## src/hw/vid_consts.svh

```systemverilog
// Tile video constants: raster geometry, CPU address map and pixel pipeline depth
`ifndef VID_CONSTS_SVH
`define VID_CONSTS_SVH

// Raster, in pixel steps and lines
`define VID_H_TOTAL     384
`define VID_H_ACTIVE    256
`define VID_V_TOTAL     264
`define VID_V_START     16
`define VID_V_END       239

`define VID_SCORE_COLS  32                     // Unscrolled columns on the left
`define VID_LAYER_LAT   1                      // Counter to layer output
`define VID_PIPE_LAT    (`VID_LAYER_LAT + 2)   // Plus mixer and palette

// CPU map
`define ADDR_SCR_CODE   12'h000
`define ADDR_SCR_ATTR   12'h400
`define ADDR_TXT_CODE   12'h800
`define ADDR_SCROLL     12'hC00
`define ADDR_TXT_COLOR  12'hC01
`define ADDR_PAL        12'hD00

`endif

```

## src/hw/vid_pkg.sv

```systemverilog
// Tile video types: vector widths shared by the timing, layers, mixer and CPU decode
package vid_pkg;

    // CPU bus
    typedef logic [11:0] cpu_addr_t;
    typedef logic [7:0]  cpu_data_t;

    // Raster counters
    typedef logic [8:0]  hcount_t;
    typedef logic [8:0]  vcount_t;

    typedef logic [9:0]  map_addr_t;       // {tile row, tile column}

    // Scroll tiles, {code[8], code[7:0], row}
    typedef logic [11:0] scr_rom_addr_t;
    typedef logic [31:0] tile_row_t;       // Leftmost pixel in [31:28]

    // Text glyphs, {code, row}
    typedef logic [10:0] txt_rom_addr_t;
    typedef logic [7:0]  glyph_row_t;      // Leftmost pixel in MSB

    typedef logic [7:0]  pix_idx_t;        // {palette, pixel}
    typedef logic [7:0]  rgb_t;            // RGB332

endpackage

```

## src/hw/video_timing.sv

```systemverilog
// Video timing: pixel enable, raster counters, blanking and blanking aligned to rgb
`timescale 1ns/1ps
`include "vid_consts.svh"

module video_timing (
    input  logic               clk,
    input  logic               rst,
    output logic               pxl_cen,
    output vid_pkg::hcount_t   hdump,
    output vid_pkg::vcount_t   vdump,
    output logic               lhbl,
    output logic               lvbl,
    output logic               de_out,
    output logic               lhbl_out,
    output logic               lvbl_out
);
    import vid_pkg::*;

    logic [`VID_PIPE_LAT-1:0] lhbl_sr;
    logic [`VID_PIPE_LAT-1:0] lvbl_sr;

    always_ff @(posedge clk or posedge rst) begin
        if (rst) begin
            pxl_cen <= 1'b0;
            hdump   <= '0;
            vdump   <= '0;
        end else begin
            pxl_cen <= ~pxl_cen;    // Half of clk
            if (pxl_cen) begin
                if (hdump == hcount_t'(`VID_H_TOTAL - 1)) begin
                    hdump <= '0;
                    vdump <= (vdump == vcount_t'(`VID_V_TOTAL - 1)) ? '0 : vdump + 1'b1;
                end else begin
                    hdump <= hdump + 1'b1;
                end
            end
        end
    end

    assign lhbl = hdump < `VID_H_ACTIVE;
    assign lvbl = vdump >= `VID_V_START && vdump <= `VID_V_END;

    // Delay by the layer, mixer and palette stages
    always_ff @(posedge clk or posedge rst) begin
        if (rst) begin
            lhbl_sr <= '0;
            lvbl_sr <= '0;
        end else if (pxl_cen) begin
            lhbl_sr <= {lhbl_sr[`VID_PIPE_LAT-2:0], lhbl};
            lvbl_sr <= {lvbl_sr[`VID_PIPE_LAT-2:0], lvbl};
        end
    end

    assign lhbl_out = lhbl_sr[`VID_PIPE_LAT-1];
    assign lvbl_out = lvbl_sr[`VID_PIPE_LAT-1];
    assign de_out   = lhbl_out & lvbl_out;

endmodule

```

## config.mk

```make
export PLATFORM = sky130hd
export DESIGN_NAME = video_timing
export DESIGN_NICKNAME = d
export VERILOG_FILES = /design/src/hw/vid_pkg.sv /design/src/hw/video_timing.sv
export VERILOG_INCLUDE_DIRS = /design/src /design/src/hw
export SDC_FILE = /design/constraint.sdc
export NUM_CORES = 1
export LEC_CHECK = 0
export ABC_AREA = 1
export BUFFER_PORTS_ARGS = -buffer_cell sky130_fd_sc_hd__buf_2
export CAP_MARGIN = 20
export CORE_UTILIZATION = 49
export CTS_CLUSTER_SIZE = 8
export DETAILED_ROUTE_END_ITERATION = 10
export PLACE_DENSITY = 0.75
export SLEW_MARGIN = 20
export SYNTH_ARGS = -nofsm -noshare
export SYNTH_HDL_FRONTEND = slang
export SYNTH_SLANG_ARGS = --single-unit
```

## constraint.sdc

```tcl
create_clock -name clk -period 1.3 [get_ports clk]
set_input_delay 0.195 -clock clk [delete_from_list [all_inputs] [get_ports clk]]
set_output_delay 0.195 -clock clk [all_outputs]
set_load 0.005 [all_outputs]
```

==> metrics.md <==
| Metric | Value |
|---|---|
| Status | finished with violations |
| Failing checks | setup timing |
| Vias | 1356 |
| Startpoint Class | flop |
| Post-layout minimum cycle time | 1640 ps |
| Initial antenna violation count | 0 |
| H-tree depth | 1 |
| Crit Path Max Fanout | 3 |
| Setup TNS | -1350 ps |
| Post-DP HPWL | 2.17 mm |
| Post-place setup slack | -74.6 ps |
| Cell count after synthesis | 174 |
| Crit path capture type | output port |
| Max_slew headroom | 77.9% |
| Reg clk slew, reported paths | 150 ps |
| Global Route Usage Sum | 24.3% |
| Fmax | 611 MHz |
| Vias per inst | 5.14 |
| Hold crit path type | in2async |
| PD cells | 610 nW/µm² |
| Avg Cell Area, Syn | 7.81 µm² |
| Initial DRC Count | 40 |
| DR WL/cell | 13.1 µm |
| Peak supply drop | 0.000484 V |
| Max_cap viols | 0 |
| Worst-Skew Late Latency | 330 ps |
| Arr. time, crit path | 1440 ps |
| Final WL | 3.45 mm |
| Switching share of power | 23.6% |
| Inserted Diodes | 0 |
| Clock Tree Buf Depth | 2 |
| Least-Margin Pin Slew | 331 ps |
| Total grt overflow | 0 |
| Top cells by area, synth | dfrtp_1 (46%), nand2_1 (18%), inv_1 (5.8%) |
| Syn nets | 179 |
| Port buffer count | 25 |
| Routability cong. | 0.806 |
| P_leak | 0.000989 µW |
| Io pins | 26 |
| Pre-Repair DR Iteration Count | 4 |
| Clock power share | 32.3% |
| Register bit total from synthesis | 25 |
| Seq/Total Area, Yosys | 46.0% |
| Die outline height | 54.7 µm |
| Reg2Reg Setup Slack | -190 ps |
| Pin count of the biggest net entering global routing | 26 |
| Synth Cell Area | 1360 µm² |
| DRC | 0 |
| Post-route worst setup slack | -336 ps |
| Critical path type | reg2out |
| Setup Skew | 4.11 ps |
| Core area | 2540 µm² |
| DIE AREA | 2990 µm² |
| Clk root buf | clkbuf_4 |
| Initial Utilization | 53.4% |
| M3 GR Usage | 2.78% |
| First-pass GRT wire length | 5.18 mm |
| Grt met1 use | 30.3% |
| Reg power frac | 65.9% |
| P&R area growth vs syn | 42.3% |
| Die Wd | 54.7 µm |
| CTS buffer count | 3 |
| Power Internal | 901 µW |
| Fin util | 76.0% |
| Gate power share | 1.8% |
| Area leader, netlist | dfrtp_1 |
| M2 GR Usage | 41.8% |
| Clock sinks | 25 |
| Share of the synthesized area in the top cell type | 46.0% |
| Nets | 240 |
| Final hold viol count | 0 |
| Worst EP required | 1110 ps |
| Slew Limit Fails | 0 |
| Yosys cell types | 26 |
| Synth warn | 0 |
| Layout cells sized above 1 | 43.6% |
| RSZ-0062 raised after global routing | true |
| Busiest grt layer | met2 |
| Psw | 279 µW |
| Period utilization | 126% |
| TritonCTS clock tree | yes |
| Vias in the first global route | 1224 |
| Post-route antenna net violation count | 0 |
| FP Rows | 18 |
| Setup violators final | 16 |
[Yosys cell counts (all sizes together)]
cell and instances:
a21boi 1, a21oi 2, a31o 1, buf 2
clkbuf 1, clkinv 1, dfrtp 25, ha 3
inv 21, nand2 66, nand3 14, nand3b 1
nand4 7, nor2 17, nor3b 1, o21ai 7
xor2 4
[cells in the final DEF, fill, tap and decap left out, drive strengths merged, types with 2 or more instances in the layout]
cell type | Yosys | final
nand2 | 66 | 66
buf | 2 | 58
dfrtp | 25 | 25
inv | 21 | 21
nor2 | 17 | 17
nand3 | 14 | 14
nand4 | 7 | 7
o21ai | 7 | 7
xor2 | 4 | 4
clkbuf | 1 | 3
ha | 3 | 3
a21oi | 2 | 2
[through the flow]
stage	instances	hold slack, ps	total power [µW]	instance area, µm²
after global placement	244	258	812	1660
after CTS	256	443	1180	1790
after detailed placement	244	261	812	1660
after global routing	264	505	1210	1930
final	264	442	1180	1930
after floorplan	174	222	804	1380
[path summary, 6_finish.rpt]
path / start / to / cells after the start
setup / recovery: vdump[8]$_DFFE_PP0P_ / lvbl / 7
hold / removal: rst / lhbl_sr[2]$_DFFE_PP0P_ / 4
setup reg to reg: vdump[0]$_DFFE_PP0P_ / vdump[8]$_DFFE_PP0P_ / 11
hold reg to reg: lvbl_sr[0]$_DFFE_PP0P_ / lvbl_sr[1]$_DFFE_PP0P_ / 2
max in group asynchronous: rst / hdump[6]$_DFFE_PP0P_ / 4
min in group clk: lvbl_sr[0]$_DFFE_PP0P_ / lvbl_sr[1]$_DFFE_PP0P_ / 2
[routing by layer]
metal / wire length [µm] / vias to the layer above
met5: 0 / -
met4: 80 / 0
met3: 132 / 9
met2: 1680 / 46
met1: 1550 / 635
li1: - / 666
[cells by family after synthesis]
group	after synthesis	synth area share (%)
flip-flops	25	46.0
AND/OR/NAND/NOR	106	36.8
XOR/XNOR	4	2.58
buffers and inverters	25	7.27
adder cells (fa/ha/maj)	3	2.76
AO/OA/AOI/OAI	11	4.51
[registers in the layout (all words and copies together), names as in the netlist]
signal and count:
hdump 9, vdump 9, pxl_cen 1, lhbl_sr 3, lvbl_sr 3
[power by group through the flow]
stage,sequential [µW],combinational [µW],clock [µW]
detailed placement,792,19.8,0
CTS,778,22.2,381
finish,778,20.9,381
global placement,792,19.6,0
global route,778,25.7,405
floorplan,792,11.6,0
[worst max-delay path, cell delays in order, from the launching register on]
cell	delay (ps)
dfrtp_1	420
inv_1	100
nand3_1	110
nor2_2	150
nand2_1	80
nand2_2	70
a21boi_2	40
buf_2	120
[final cells by class]
class,count,area [µm²]
sequential,25,628
tap,30,37.5
timing repair buffer,59,414
clock buffer,3,22.5
fill,186,612
multi-input combinational,124,741
clock inverter,1,7.51
inverter,22,82.6
[timing repair]
item	in CTS	in global routing
gates resized for setup	15	23
endpoints found under the hold margin	25	0
buffers inserted	7	8
pin swaps	8	16
setup endpoints to repair	12	17
hold buffers	1	0
Note: power is estimated with default switching activity, not from simulation.
