==> src/hw/vid_consts.svh <==
// Tile video constants: raster geometry, CPU address map and pixel pipeline depth
`ifndef VID_CONSTS_SVH
`define VID_CONSTS_SVH

// Raster, in pixel steps and lines
`define VID_H_TOTAL     384
`define VID_H_ACTIVE    256
`define VID_V_TOTAL     264
`define VID_V_START     16
`define VID_V_END       239

`define VID_SCORE_COLS  32                     // Unscrolled columns on the left
`define VID_LAYER_LAT   1                      // Counter to layer output
`define VID_PIPE_LAT    (`VID_LAYER_LAT + 2)   // Plus mixer and palette

// CPU map
`define ADDR_SCR_CODE   12'h000
`define ADDR_SCR_ATTR   12'h400
`define ADDR_TXT_CODE   12'h800
`define ADDR_SCROLL     12'hC00
`define ADDR_TXT_COLOR  12'hC01
`define ADDR_PAL        12'hD00

`endif

==> src/hw/vid_pkg.sv <==
// Tile video types: vector widths shared by the timing, layers, mixer and CPU decode
package vid_pkg;

    // CPU bus
    typedef logic [11:0] cpu_addr_t;
    typedef logic [7:0]  cpu_data_t;

    // Raster counters
    typedef logic [8:0]  hcount_t;
    typedef logic [8:0]  vcount_t;

    typedef logic [9:0]  map_addr_t;       // {tile row, tile column}

    // Scroll tiles, {code[8], code[7:0], row}
    typedef logic [11:0] scr_rom_addr_t;
    typedef logic [31:0] tile_row_t;       // Leftmost pixel in [31:28]

    // Text glyphs, {code, row}
    typedef logic [10:0] txt_rom_addr_t;
    typedef logic [7:0]  glyph_row_t;      // Leftmost pixel in MSB

    typedef logic [7:0]  pix_idx_t;        // {palette, pixel}
    typedef logic [7:0]  rgb_t;            // RGB332

endpackage

==> src/hw/cpu_decode.sv <==
// CPU bus decoder: block selects from the address map and one-clock read data return
`timescale 1ns/1ps
`include "vid_consts.svh"

module cpu_decode (
    input  logic                clk,
    input  logic                rst,
    input  logic                cpu_cs,
    input  logic                cpu_rnw,
    input  vid_pkg::cpu_addr_t  cpu_addr,
    output logic                scr_cs,
    output logic                txt_cs,
    output logic                pal_cs,
    input  vid_pkg::cpu_data_t  scr_rd,
    input  vid_pkg::cpu_data_t  txt_rd,
    input  vid_pkg::cpu_data_t  pal_rd,
    output vid_pkg::cpu_data_t  cpu_din
);
    import vid_pkg::*;

    localparam cpu_addr_t SCR_CODE = `ADDR_SCR_CODE;
    localparam cpu_addr_t SCR_ATTR = `ADDR_SCR_ATTR;
    localparam cpu_addr_t TXT_CODE = `ADDR_TXT_CODE;
    localparam cpu_addr_t PAL_BASE = `ADDR_PAL;

    logic       scr_hit;
    logic       txt_hit;
    logic       pal_hit;
    logic [2:0] rd_sel;    // {pal, txt, scr} of the last read strobe

    always_comb begin
        scr_hit = cpu_addr[11:10] == SCR_CODE[11:10] ||
                  cpu_addr[11:10] == SCR_ATTR[11:10] ||
                  cpu_addr == `ADDR_SCROLL;
        txt_hit = cpu_addr[11:10] == TXT_CODE[11:10] || cpu_addr == `ADDR_TXT_COLOR;
        pal_hit = cpu_addr[11:8] == PAL_BASE[11:8];    // Whole 256 byte page
    end

    assign scr_cs = cpu_cs & scr_hit;
    assign txt_cs = cpu_cs & txt_hit;
    assign pal_cs = cpu_cs & pal_hit;

    always_ff @(posedge clk or posedge rst) begin
        if (rst) begin
            rd_sel <= '0;
        end else begin
            rd_sel <= (cpu_cs && cpu_rnw) ? {pal_hit, txt_hit, scr_hit} : 3'b000;
        end
    end

    // Blocks answer one clk after the strobe, same as rd_sel
    always_comb begin
        case (rd_sel)
            3'b001:  cpu_din = scr_rd;
            3'b010:  cpu_din = txt_rd;
            3'b100:  cpu_din = pal_rd;
            default: cpu_din = '0;    // Unmapped
        endcase
    end

endmodule

==> config.mk <==
export PLATFORM = sky130hd
export DESIGN_NAME = cpu_decode
export DESIGN_NICKNAME = d
export VERILOG_FILES = /design/src/hw/vid_pkg.sv /design/src/hw/cpu_decode.sv
export VERILOG_INCLUDE_DIRS = /design/src /design/src/hw
export SDC_FILE = /design/constraint.sdc
export NUM_CORES = 1
export LEC_CHECK = 0
export ABC_AREA = 1
export BUFFER_PORTS_ARGS = -buffer_cell sky130_fd_sc_hd__buf_4
export CORE_AREA = 5 5 42 44
export DETAILED_ROUTE_END_ITERATION = 8
export DIE_AREA = 0 0 47 49
export PLACE_DENSITY = 0.73
export SYNTH_ARGS = -nofsm -noshare
export SYNTH_HDL_FRONTEND = slang
export SYNTH_SLANG_ARGS = --single-unit
==> constraint.sdc <==
create_clock -name clk -period 1.96 [get_ports clk]
set_clock_uncertainty 0.2 [all_clocks]
set_input_delay 0.392 -clock clk [delete_from_list [all_inputs] [get_ports clk]]
set_output_delay 0.392 -clock clk [all_outputs]
set_load 0.05 [all_outputs]
==> reports/metrics.cfg, run 1 <==
[global_route]
grt_pass1_wl_um=2300
antenna_found_initial=0
grt_max_degree=9
grt_pass1_vias=613
grtUsageTotal_pct=13.3
grt-ovfl-total=0

[floorplan]
ios=51
fp-row-count=14
core_mm2=0.00140
fp.dieH_um=49
dieArea_mm2=0.00230
start_util_pct=27.9
die_x_um=47

[synthesis]
yosys.area_share.adder_pct=0
yosys.area_share.xor_xnor_pct=0
synth-seq-cells=3
synth_nets=120
yosys.area_share.simple_pct=63.1
ys_seq_area_share_pct=19.2
yosysWarnings=0
syn_area_per_cell_um2=4.88
synth_top_family_by_area=simple AND/OR/NAND/NOR gates
muxShareOfSynthArea_pct=0
mappedNetlistArea_um2=390
postSynthCellCount=80
synth-compound-area-share_pct=5.13
yosys.cell_types.count=9

[min_path]
hp-class=input port to flip-flop

[drt]
vias=682
drtIter0Drc=4
drc_errors=0
routed_wl_um=1620
vias_per_cell=4.43
dr.pass1.iters=2
wl_per_cell_um=10.5
ant_nets=0

[setup_path]
crit_cells=7
cp-startpoint=rd_sel[0]
critPathBufInv=3
path_delay_family=buffers and inverters
critPathRequiredTime_ps=1370
endpoint_kind=output port
cp_common_cell=nand2_1
slowest_stage=dfrtp_1
startpoint_type=flip-flop
cp_max_fo=8
worstSetupPathType=flip-flop to output port
cp_cell_sequence=inv_2 > nand2_1 > nor2_1 > buf_4 > nand2_1 > nand3_2 > buf_8
crit_arrival_ps=1270
cp-endpoint=cpu_din[0]
cpPeakStageDelay_ps=360

[layout]
largest_register_ffs=3
diodes=0
syn_to_final_growth_pct=133
layout_commonest_cell=buf_4
regMostFlops=rd_sel
fin_util_pct=64.8
drive_gt1_share_pct=47.8
largest_registers=rd_sel x3
layout_common_cells=buf_4 (45), nand2_1 (35), nor2_1 (12), inv_1 (12), buf_6 (7)
nets=179

[timing]
setup_viol=0
period_minus_slack_ps=1860
whs_ps=174
fin_ws_ps=102
maxSlewViolCount=0
hold_viol_final=0
tightest_slew_ps=148
fmax_mhz=538
slew_headroom_pct=90.2
rsz0062_at_grt=yes
period_share_pct=94.8

[place]
dp_hpwl_um=1400
portBuffers=50
gp_congestion=0.715
pre_cts_slack_ps=99.5

[pwr]
ir_worst_vdd_mv=0.300
power_density_mw_per_mm2=359
p_leak_nw=0.541

[flow_run]
drv_cap=0

[cts]
cts_root_buf=clkbuf_4
clock_path_buffers=2
cts_buffers=3
cts_tree=built
htreeDepth=1
path_clk_slew_ps=40
postCtsSetupBuffers=0
cts_num_sinks=3

[status]
status=complete, no violations

[worst min path at each step]
stage,from,end,slack (ps),depth (start not counted)
2_1_floorplan,rst,rd_sel[0],-50,1
3_3_place_gp,rst,rd_sel[2],70,2
3_5_place_dp,rst,rd_sel[2],80,2
4_1_cts,cpu_addr[11],rd_sel[0],160,2
5_1_grt,cpu_addr[11],rd_sel[0],160,2
6_report,cpu_addr[11],rd_sel[0],170,2
[area by class of cell]
cell class / instances / area, um^2
Clock buffer: 4 / 26.3
Fill cell: 140 / 493
Inverter: 13 / 48.8
Multi-Input combinational cell: 64 / 297
Sequential cell: 3 / 75.1
Tap cell: 16 / 20.0
Timing Repair Buffer: 54 / 442
[stage by stage]
step | total power, mW | setup TNS, ps | std cells | area, um^2
5_1_grt | 0.353 | -13.2 | 154 | 908
3_5_place_dp | 0.211 | 0 | 149 | 816
3_3_place_gp | 0.209 | 0 | 149 | 816
2_1_floorplan | 0.127 | 0 | 80 | 398
6_report | 0.326 | 0 | 154 | 908
4_1_cts | 0.325 | 0 | 154 | 852
[metal layers]
| metal | track usage [%] | wire [um] | vias up |
|---|---|---|---|
| met5 | 0 | 0 | - |
| met4 | 5.53 | 0 | 0 |
| met3 | 7.01 | 332 | 0 |
| met2 | 21.3 | 660 | 50 |
| met1 | 14.1 | 629 | 273 |
| li1 | - | - | 359 |
[what timing repair did]
action | CTS | global route
endpoints found under the setup margin | 0 | 8
hold buffers | 1 | 0
gates resized for setup | 0 | 14
hold endpoints to repair | 3 | 0
[Yosys cell counts]
library cell   n  area, um^2
nand2_1       36         135
inv_1         12        45.0
nor2_1        12        45.0
nand3_1       10        50.1
a21oi_1        4        20.0
dfrtp_1        3        75.1
inv_2          1        3.75
nor3_2         1        10.0
or2_2          1        6.26
[report_power, final]
part | leakage [nW] | switching (mW) | internal (mW) | total, mW
registers | 0.0411 | 0.000998 | 0.0638 | 0.0648
logic | 0.485 | 0.0738 | 0.0807 | 0.155
clock network | 0.0150 | 0.0306 | 0.0762 | 0.107
total | 0.541 | 0.105 | 0.221 | 0.326
[cells by family after synthesis]
| family | Yosys count |
|---|---|
| AOI/OAI and AO/OA | 4 |
| and+or+nand+nor | 60 |
| DFF | 3 |
| buffers and inverters | 13 |
(Power assumes the default switching activity.)
==> run 2: changes to the inputs <==
--- a/config.mk
+++ b/config.mk
@@ -11,7 +11,9 @@
 export CORE_AREA = 5 5 42 44
 export DETAILED_ROUTE_END_ITERATION = 8
 export DIE_AREA = 0 0 47 49
-export PLACE_DENSITY = 0.73
+export GPL_TIMING_DRIVEN = 0
+export PLACE_DENSITY_LB_ADDON = 0.05
+export RECOVER_POWER = 25
 export SYNTH_ARGS = -nofsm -noshare
 export SYNTH_HDL_FRONTEND = slang
 export SYNTH_SLANG_ARGS = --single-unit
==> run 2 against run 1 <==
Net effect: sequential power up 1%; highest routed layer unchanged; flip-flop and latch count is the same; critical path depth shrank 3; die area unchanged; first-iteration DRC count grew 50%; global-route usage fell by 0.15 points; the flow now finishes with violations (setup timing); worst setup slack got worse by 120 ps; cell area up 1.1%; clock power barely moved; worst hold slack better by 68 ps; combinational power barely moved; critical path type unchanged.
==> reports/metrics.cfg, run 2 (synthesis results as in run 1) <==
[layout]
layout_commonest_cell=buf_4
drive_gt1_share_pct=48.1
multi_input_area_um2=320
largest_register_ffs=3
largest_registers=rd_sel x3
syn_to_final_growth_pct=135
diodes=0
regArea_um2=76.3
nets=176
final_area_um2=918
layout_common_cells=buf_4 (40), nand2_1 (36), inv_1 (12)
regMostFlops=rd_sel
fin_util_pct=65.5
fillCellCount=134

[drt]
vias=649
vias_per_cell=4.30
drc_errors=0
drtIter0Drc=6
routed_wl_um=1520
dr.pass1.iters=4
ant_nets=0
wl_per_cell_um=10.1

[place]
portBuffers=50
pre_cts_slack_ps=56.1
gp_congestion=0.731
placed_cell_area_um2=793
dp_hpwl_um=1250

[setup_path]
crit_arrival_ps=1380
slowest_stage=dfrtp_2
cp_max_fo=8
cp_cell_sequence=nor3_4 > nand2_1 > nand3_1 > buf_6
endpoint_kind=output port
worstSetupPathType=flip-flop to output port
critPathRequiredTime_ps=1370
startpoint_type=flip-flop
cpPeakStageDelay_ps=430

[status]
failed_checks=setup timing
status=finished, violations left

[timing]
setup_viol=2
fin_ws_ps=-16.8
tightest_slew_ps=327
period_minus_slack_ps=1980
hold_viol_final=0
period_share_pct=101
fmax_mhz=506
slew_headroom_pct=78.1
maxSlewViolCount=0
rsz0062_at_grt=yes

[cts]
cts_tree=built
cts_buffers=3
path_clk_slew_ps=40
postCtsSetupBuffers=0
clock_path_buffers=2
htreeDepth=1
cts_num_sinks=3
cts_root_buf=clkbuf_4

[floorplan]
core_mm2=0.00140
dieArea_mm2=0.00230
fp-row-count=14
ios=51
die_x_um=47
fp.dieH_um=49
start_util_pct=27.9

[min_path]
hp-class=input port to flip-flop
holdPathEnd=rd_sel[0]
min_path_cells=3
hp-start=cpu_rnw

[global_route]
grt_pass1_vias=546
grt_pass1_wl_um=2260
grtUsageTotal_pct=13.2
grt_max_degree=9
antenna_found_initial=0
grt-ovfl-total=0

[pwr]
power_density_mw_per_mm2=355
p_leak_nw=0.524
ir_worst_vdd_mv=0.337

[flow_run]
drv_cap=0

[run 2: cell types whose count changed in the layout (fill, tap and decap cells not counted), sizes merged]
cell / delta
buf: -5
clkbuf: +2
[run 2: stage by stage]
step | TNS [ps] | total power [mW] | instances | hold slack [ps]
2_1_floorplan | 0 | 0.127 | 80 | -54.4
3_3_place_gp | 0 | 0.206 | 146 | 63.7
3_5_place_dp | 0 | 0.208 | 146 | 69.5
4_1_cts | 0 | 0.326 | 151 | 160
5_1_grt | -809 | 0.354 | 151 | 256
6_report | -18.2 | 0.326 | 151 | 242
[run 2: worst max-delay path by stage]
stage / from / to / cells after the start
floorplan: cpu_addr[0] / scr_cs / 4
global placement: cpu_addr[0] / scr_cs / 6
detailed placement: cpu_addr[0] / scr_cs / 6
CTS: rd_sel[2] / cpu_din[0] / 4
global route: rd_sel[2] / cpu_din[5] / 4
finish: rd_sel[2] / cpu_din[5] / 4
[run 2: what timing repair did]
item,4_1_cts,5_1_grt
hold buffers,1,0
gates resized for setup,12,11
endpoints found under the setup margin,8,8
hold endpoints to repair,3,0
pin swaps,1,5
[run 2: worst max-delay path, delay by kind of cell, from the launching register on]
| kind | cells | cell delay (ps) |
|---|---|---|
| buffers and inverters | 1 | 170 |
| flip-flops | 1 | 430 |
| AND/OR/NAND/NOR | 3 | 550 |
[run 2: final cells by class]
type                       instances  area share [%]
timing repair buffer              51            46.5
multi-input combinational         64            34.9
sequential                         3            8.31
inverter                          13            5.31
clock buffer                       4            2.86
tap                               16            2.18
[run 2: routing by layer]
metal  global-route usage, %  part of all wire, %  vias up
met2                    18.3                   45       38
met3                    7.38                   19        0
met1                    16.3                   36      258
met4                    5.53                    0        0
li1                        -                    -      353
met5                       0                    0        -
[run 2: power by group]
group	internal, mW	switching, mW	total, mW	leakage [nW]
clock	0.0761	0.0294	0.105	0.0150
sequential	0.0639	0.00160	0.0655	0.0394
combinational	0.0812	0.0741	0.155	0.470
==> run 3: changes to the inputs <==
--- a/config.mk
+++ b/config.mk
@@ -6,11 +6,12 @@
 export SDC_FILE = /design/constraint.sdc
 export NUM_CORES = 1
 export LEC_CHECK = 0
-export ABC_AREA = 1
 export BUFFER_PORTS_ARGS = -buffer_cell sky130_fd_sc_hd__buf_4
 export CORE_AREA = 5 5 42 44
+export CTS_CLUSTER_SIZE = 24
 export DETAILED_ROUTE_END_ITERATION = 8
 export DIE_AREA = 0 0 47 49
+export GPL_ROUTABILITY_DRIVEN = 0
 export GPL_TIMING_DRIVEN = 0
 export PLACE_DENSITY_LB_ADDON = 0.05
 export RECOVER_POWER = 25
==> run 3 against run 2 <==
Net effect: utilization grew 7.3 points; sequential power grew 0.8%; clock power is essentially flat; total power grew 5.6%; the flow now finishes without violations; synthesized cell count shrank 36%; wire length grew 4.0%; highest routed layer unchanged; flip-flop and latch count is the same; worst hold slack lost 34 ps; final cell count shrank 17%; sequential share of layout area shrank 0.71 points.
==> reports/metrics.cfg, run 3 <==
[synthesis]
synth.top_cell.area_share_pct=20.0
synthTopCellsByArea=dfrtp_1 (20%), a22oi_1 (16%), o21ai_0 (12%)
ys_top_cells_by_count=nand2_1 (10), o21ai_0 (9), a22oi_1 (8)
yosys.cell_count.top_type=nand2_1
mappedNetlistArea_um2=375
synth_edf_count=0
yosysWarnings=0
async_reset_ff_share_pct=100
yosys.cell_types.count=17
synth_nets=91
ys_seq_area_share_pct=20.0
ys.flop_type=dfrtp_1
yosys.area.top_type=dfrtp_1
postSynthCellCount=51
syn_area_per_cell_um2=7.36
synth-seq-cells=3

[timing]
rsz0062_at_grt=yes
period_minus_slack_ps=1950
hold_viol_final=0
finalSetupTns_ps=0
whs_ps=208
period_share_pct=99.6
slew_headroom_pct=83.2
tightest_slew_ps=250
fmax_mhz=512
setup_viol=0
maxSlewViolCount=0

[layout]
nets=151
largest_registers=rd_sel x3
layout_common_cells=buf_4 (43), buf_6 (11), nand2_1 (10)
regMostFlops=rd_sel
drive_gt1_share_pct=79.1
layout_commonest_cell=buf_4
syn_to_final_growth_pct=172
diodes=0
largest_register_ffs=3

[min_path]
hp-start=cpu_rnw
min_path_cells=2
hp-class=input port to flip-flop
holdPathEnd=rd_sel[2]

[status]
status=complete, no violations

[place]
portBuffers=50
dp_hpwl_um=1300

[pwr]
p_leak_nw=0.458
power_density_mw_per_mm2=337
ir_worst_vdd_mv=0.309

[setup_path]
endpoint_kind=output port
worstSetupPathType=flip-flop to output port
crit_arrival_ps=1360
cpPeakStageDelay_ps=430
critPathRequiredTime_ps=1370
slowest_stage=dfrtp_2
startpoint_type=flip-flop
cp_max_fo=8
critPathBufInv=2
path_delay_family=flip-flops
cp_cell_sequence=nor2b_2 > clkbuf_8 > a22oi_2 > o21ai_2 > buf_6

[global_route]
grt-ovfl-total=0
grt_pass1_vias=614
grt_pass1_wl_um=2510
antenna_found_initial=0
grtUsageTotal_pct=13.9
grt_max_degree=9

[drt]
wl_per_cell_um=12.5
dr.pass1.iters=2
vias_per_cell=4.94
drc_errors=0
vias=622
drtIter0Drc=1
routed_wl_um=1580
ant_nets=0

[cts]
clock_path_buffers=2
path_clk_slew_ps=40
htreeDepth=1
cts_buffers=3
cts_root_buf=clkbuf_4
cts_num_sinks=3
cts_tree=built

[floorplan]
start_util_pct=26.8
fp.dieH_um=49
core_mm2=0.00140
die_x_um=47
fp-row-count=14
dieArea_mm2=0.00230
ios=51

[flow_run]
drv_cap=0

==> run 3: kinds of logic (layout without fill, tap and decap cells) <==
kind of cell           Yosys count  after routing  synth area share (%)
AO/OA/AOI/OAI                   19             19                  32.0
buffers and inverters            6             65                  6.66
AND/OR/NAND/NOR                 23             23                  41.3
flip-flops                       3              3                  20.0
==> run 3: how the worst max path moves through the flow <==
stage                 endpoint  depth (start not counted)      start  slack [ps]
floorplan           cpu_din[0]                          3  rd_sel[1]        -150
global placement    cpu_din[7]                          4  rd_sel[1]        -210
detailed placement  cpu_din[7]                          4  rd_sel[1]        -250
CTS                 cpu_din[0]                          5  rd_sel[2]         -30
global route        cpu_din[7]                          5  rd_sel[2]         -50
finish              cpu_din[7]                          5  rd_sel[0]           7
==> run 3: area by class of cell <==
type,count,area [um^2]
buffer,2,25.0
multi-input combinational,42,404
timing repair buffer,55,453
fill,110,380
inverter,4,15.0
clock buffer,4,26.3
tap,16,20.0
sequential,3,77.6
==> run 3: routing by layer <==
layer,share of wire [%],GRT usage (%)
met1,31,15.5
met2,51,24.7
met3,18,4.43
met4,0,2.76
met5,0,0
==> run 3: timing repair <==
item                                   4_1_cts  5_1_grt
gates resized for setup                     23        9
endpoints found under the hold margin        3        0
pin swaps                                    3        3
setup buffers                                4        0
setup endpoints to repair                    9       10
hold buffers                                 1        0
==> run 3: power by group <==
group,switching (mW),total (mW),internal [mW]
clock network,0.0274,0.103,0.0760
registers,0.00189,0.0660,0.0641
logic,0.0835,0.175,0.0916
total,0.113,0.345,0.232
==> run 3: metrics by stage <==
step / instance area [um^2] / cells / power, mW / utilization [%] / worst slack, ps
after detailed placement: 815 / 117 / 0.215 / 58.1 / -248
after global routing: 1020 / 126 / 0.363 / 72.9 / -47.3
after global placement: 815 / 117 / 0.214 / 58.1 / -215
after floorplan: 419 / 51 / 0.131 / - / -146
final: 1020 / 126 / 0.345 / 72.9 / 7.20
after CTS: 986 / 126 / 0.344 / 70.4 / -25.8
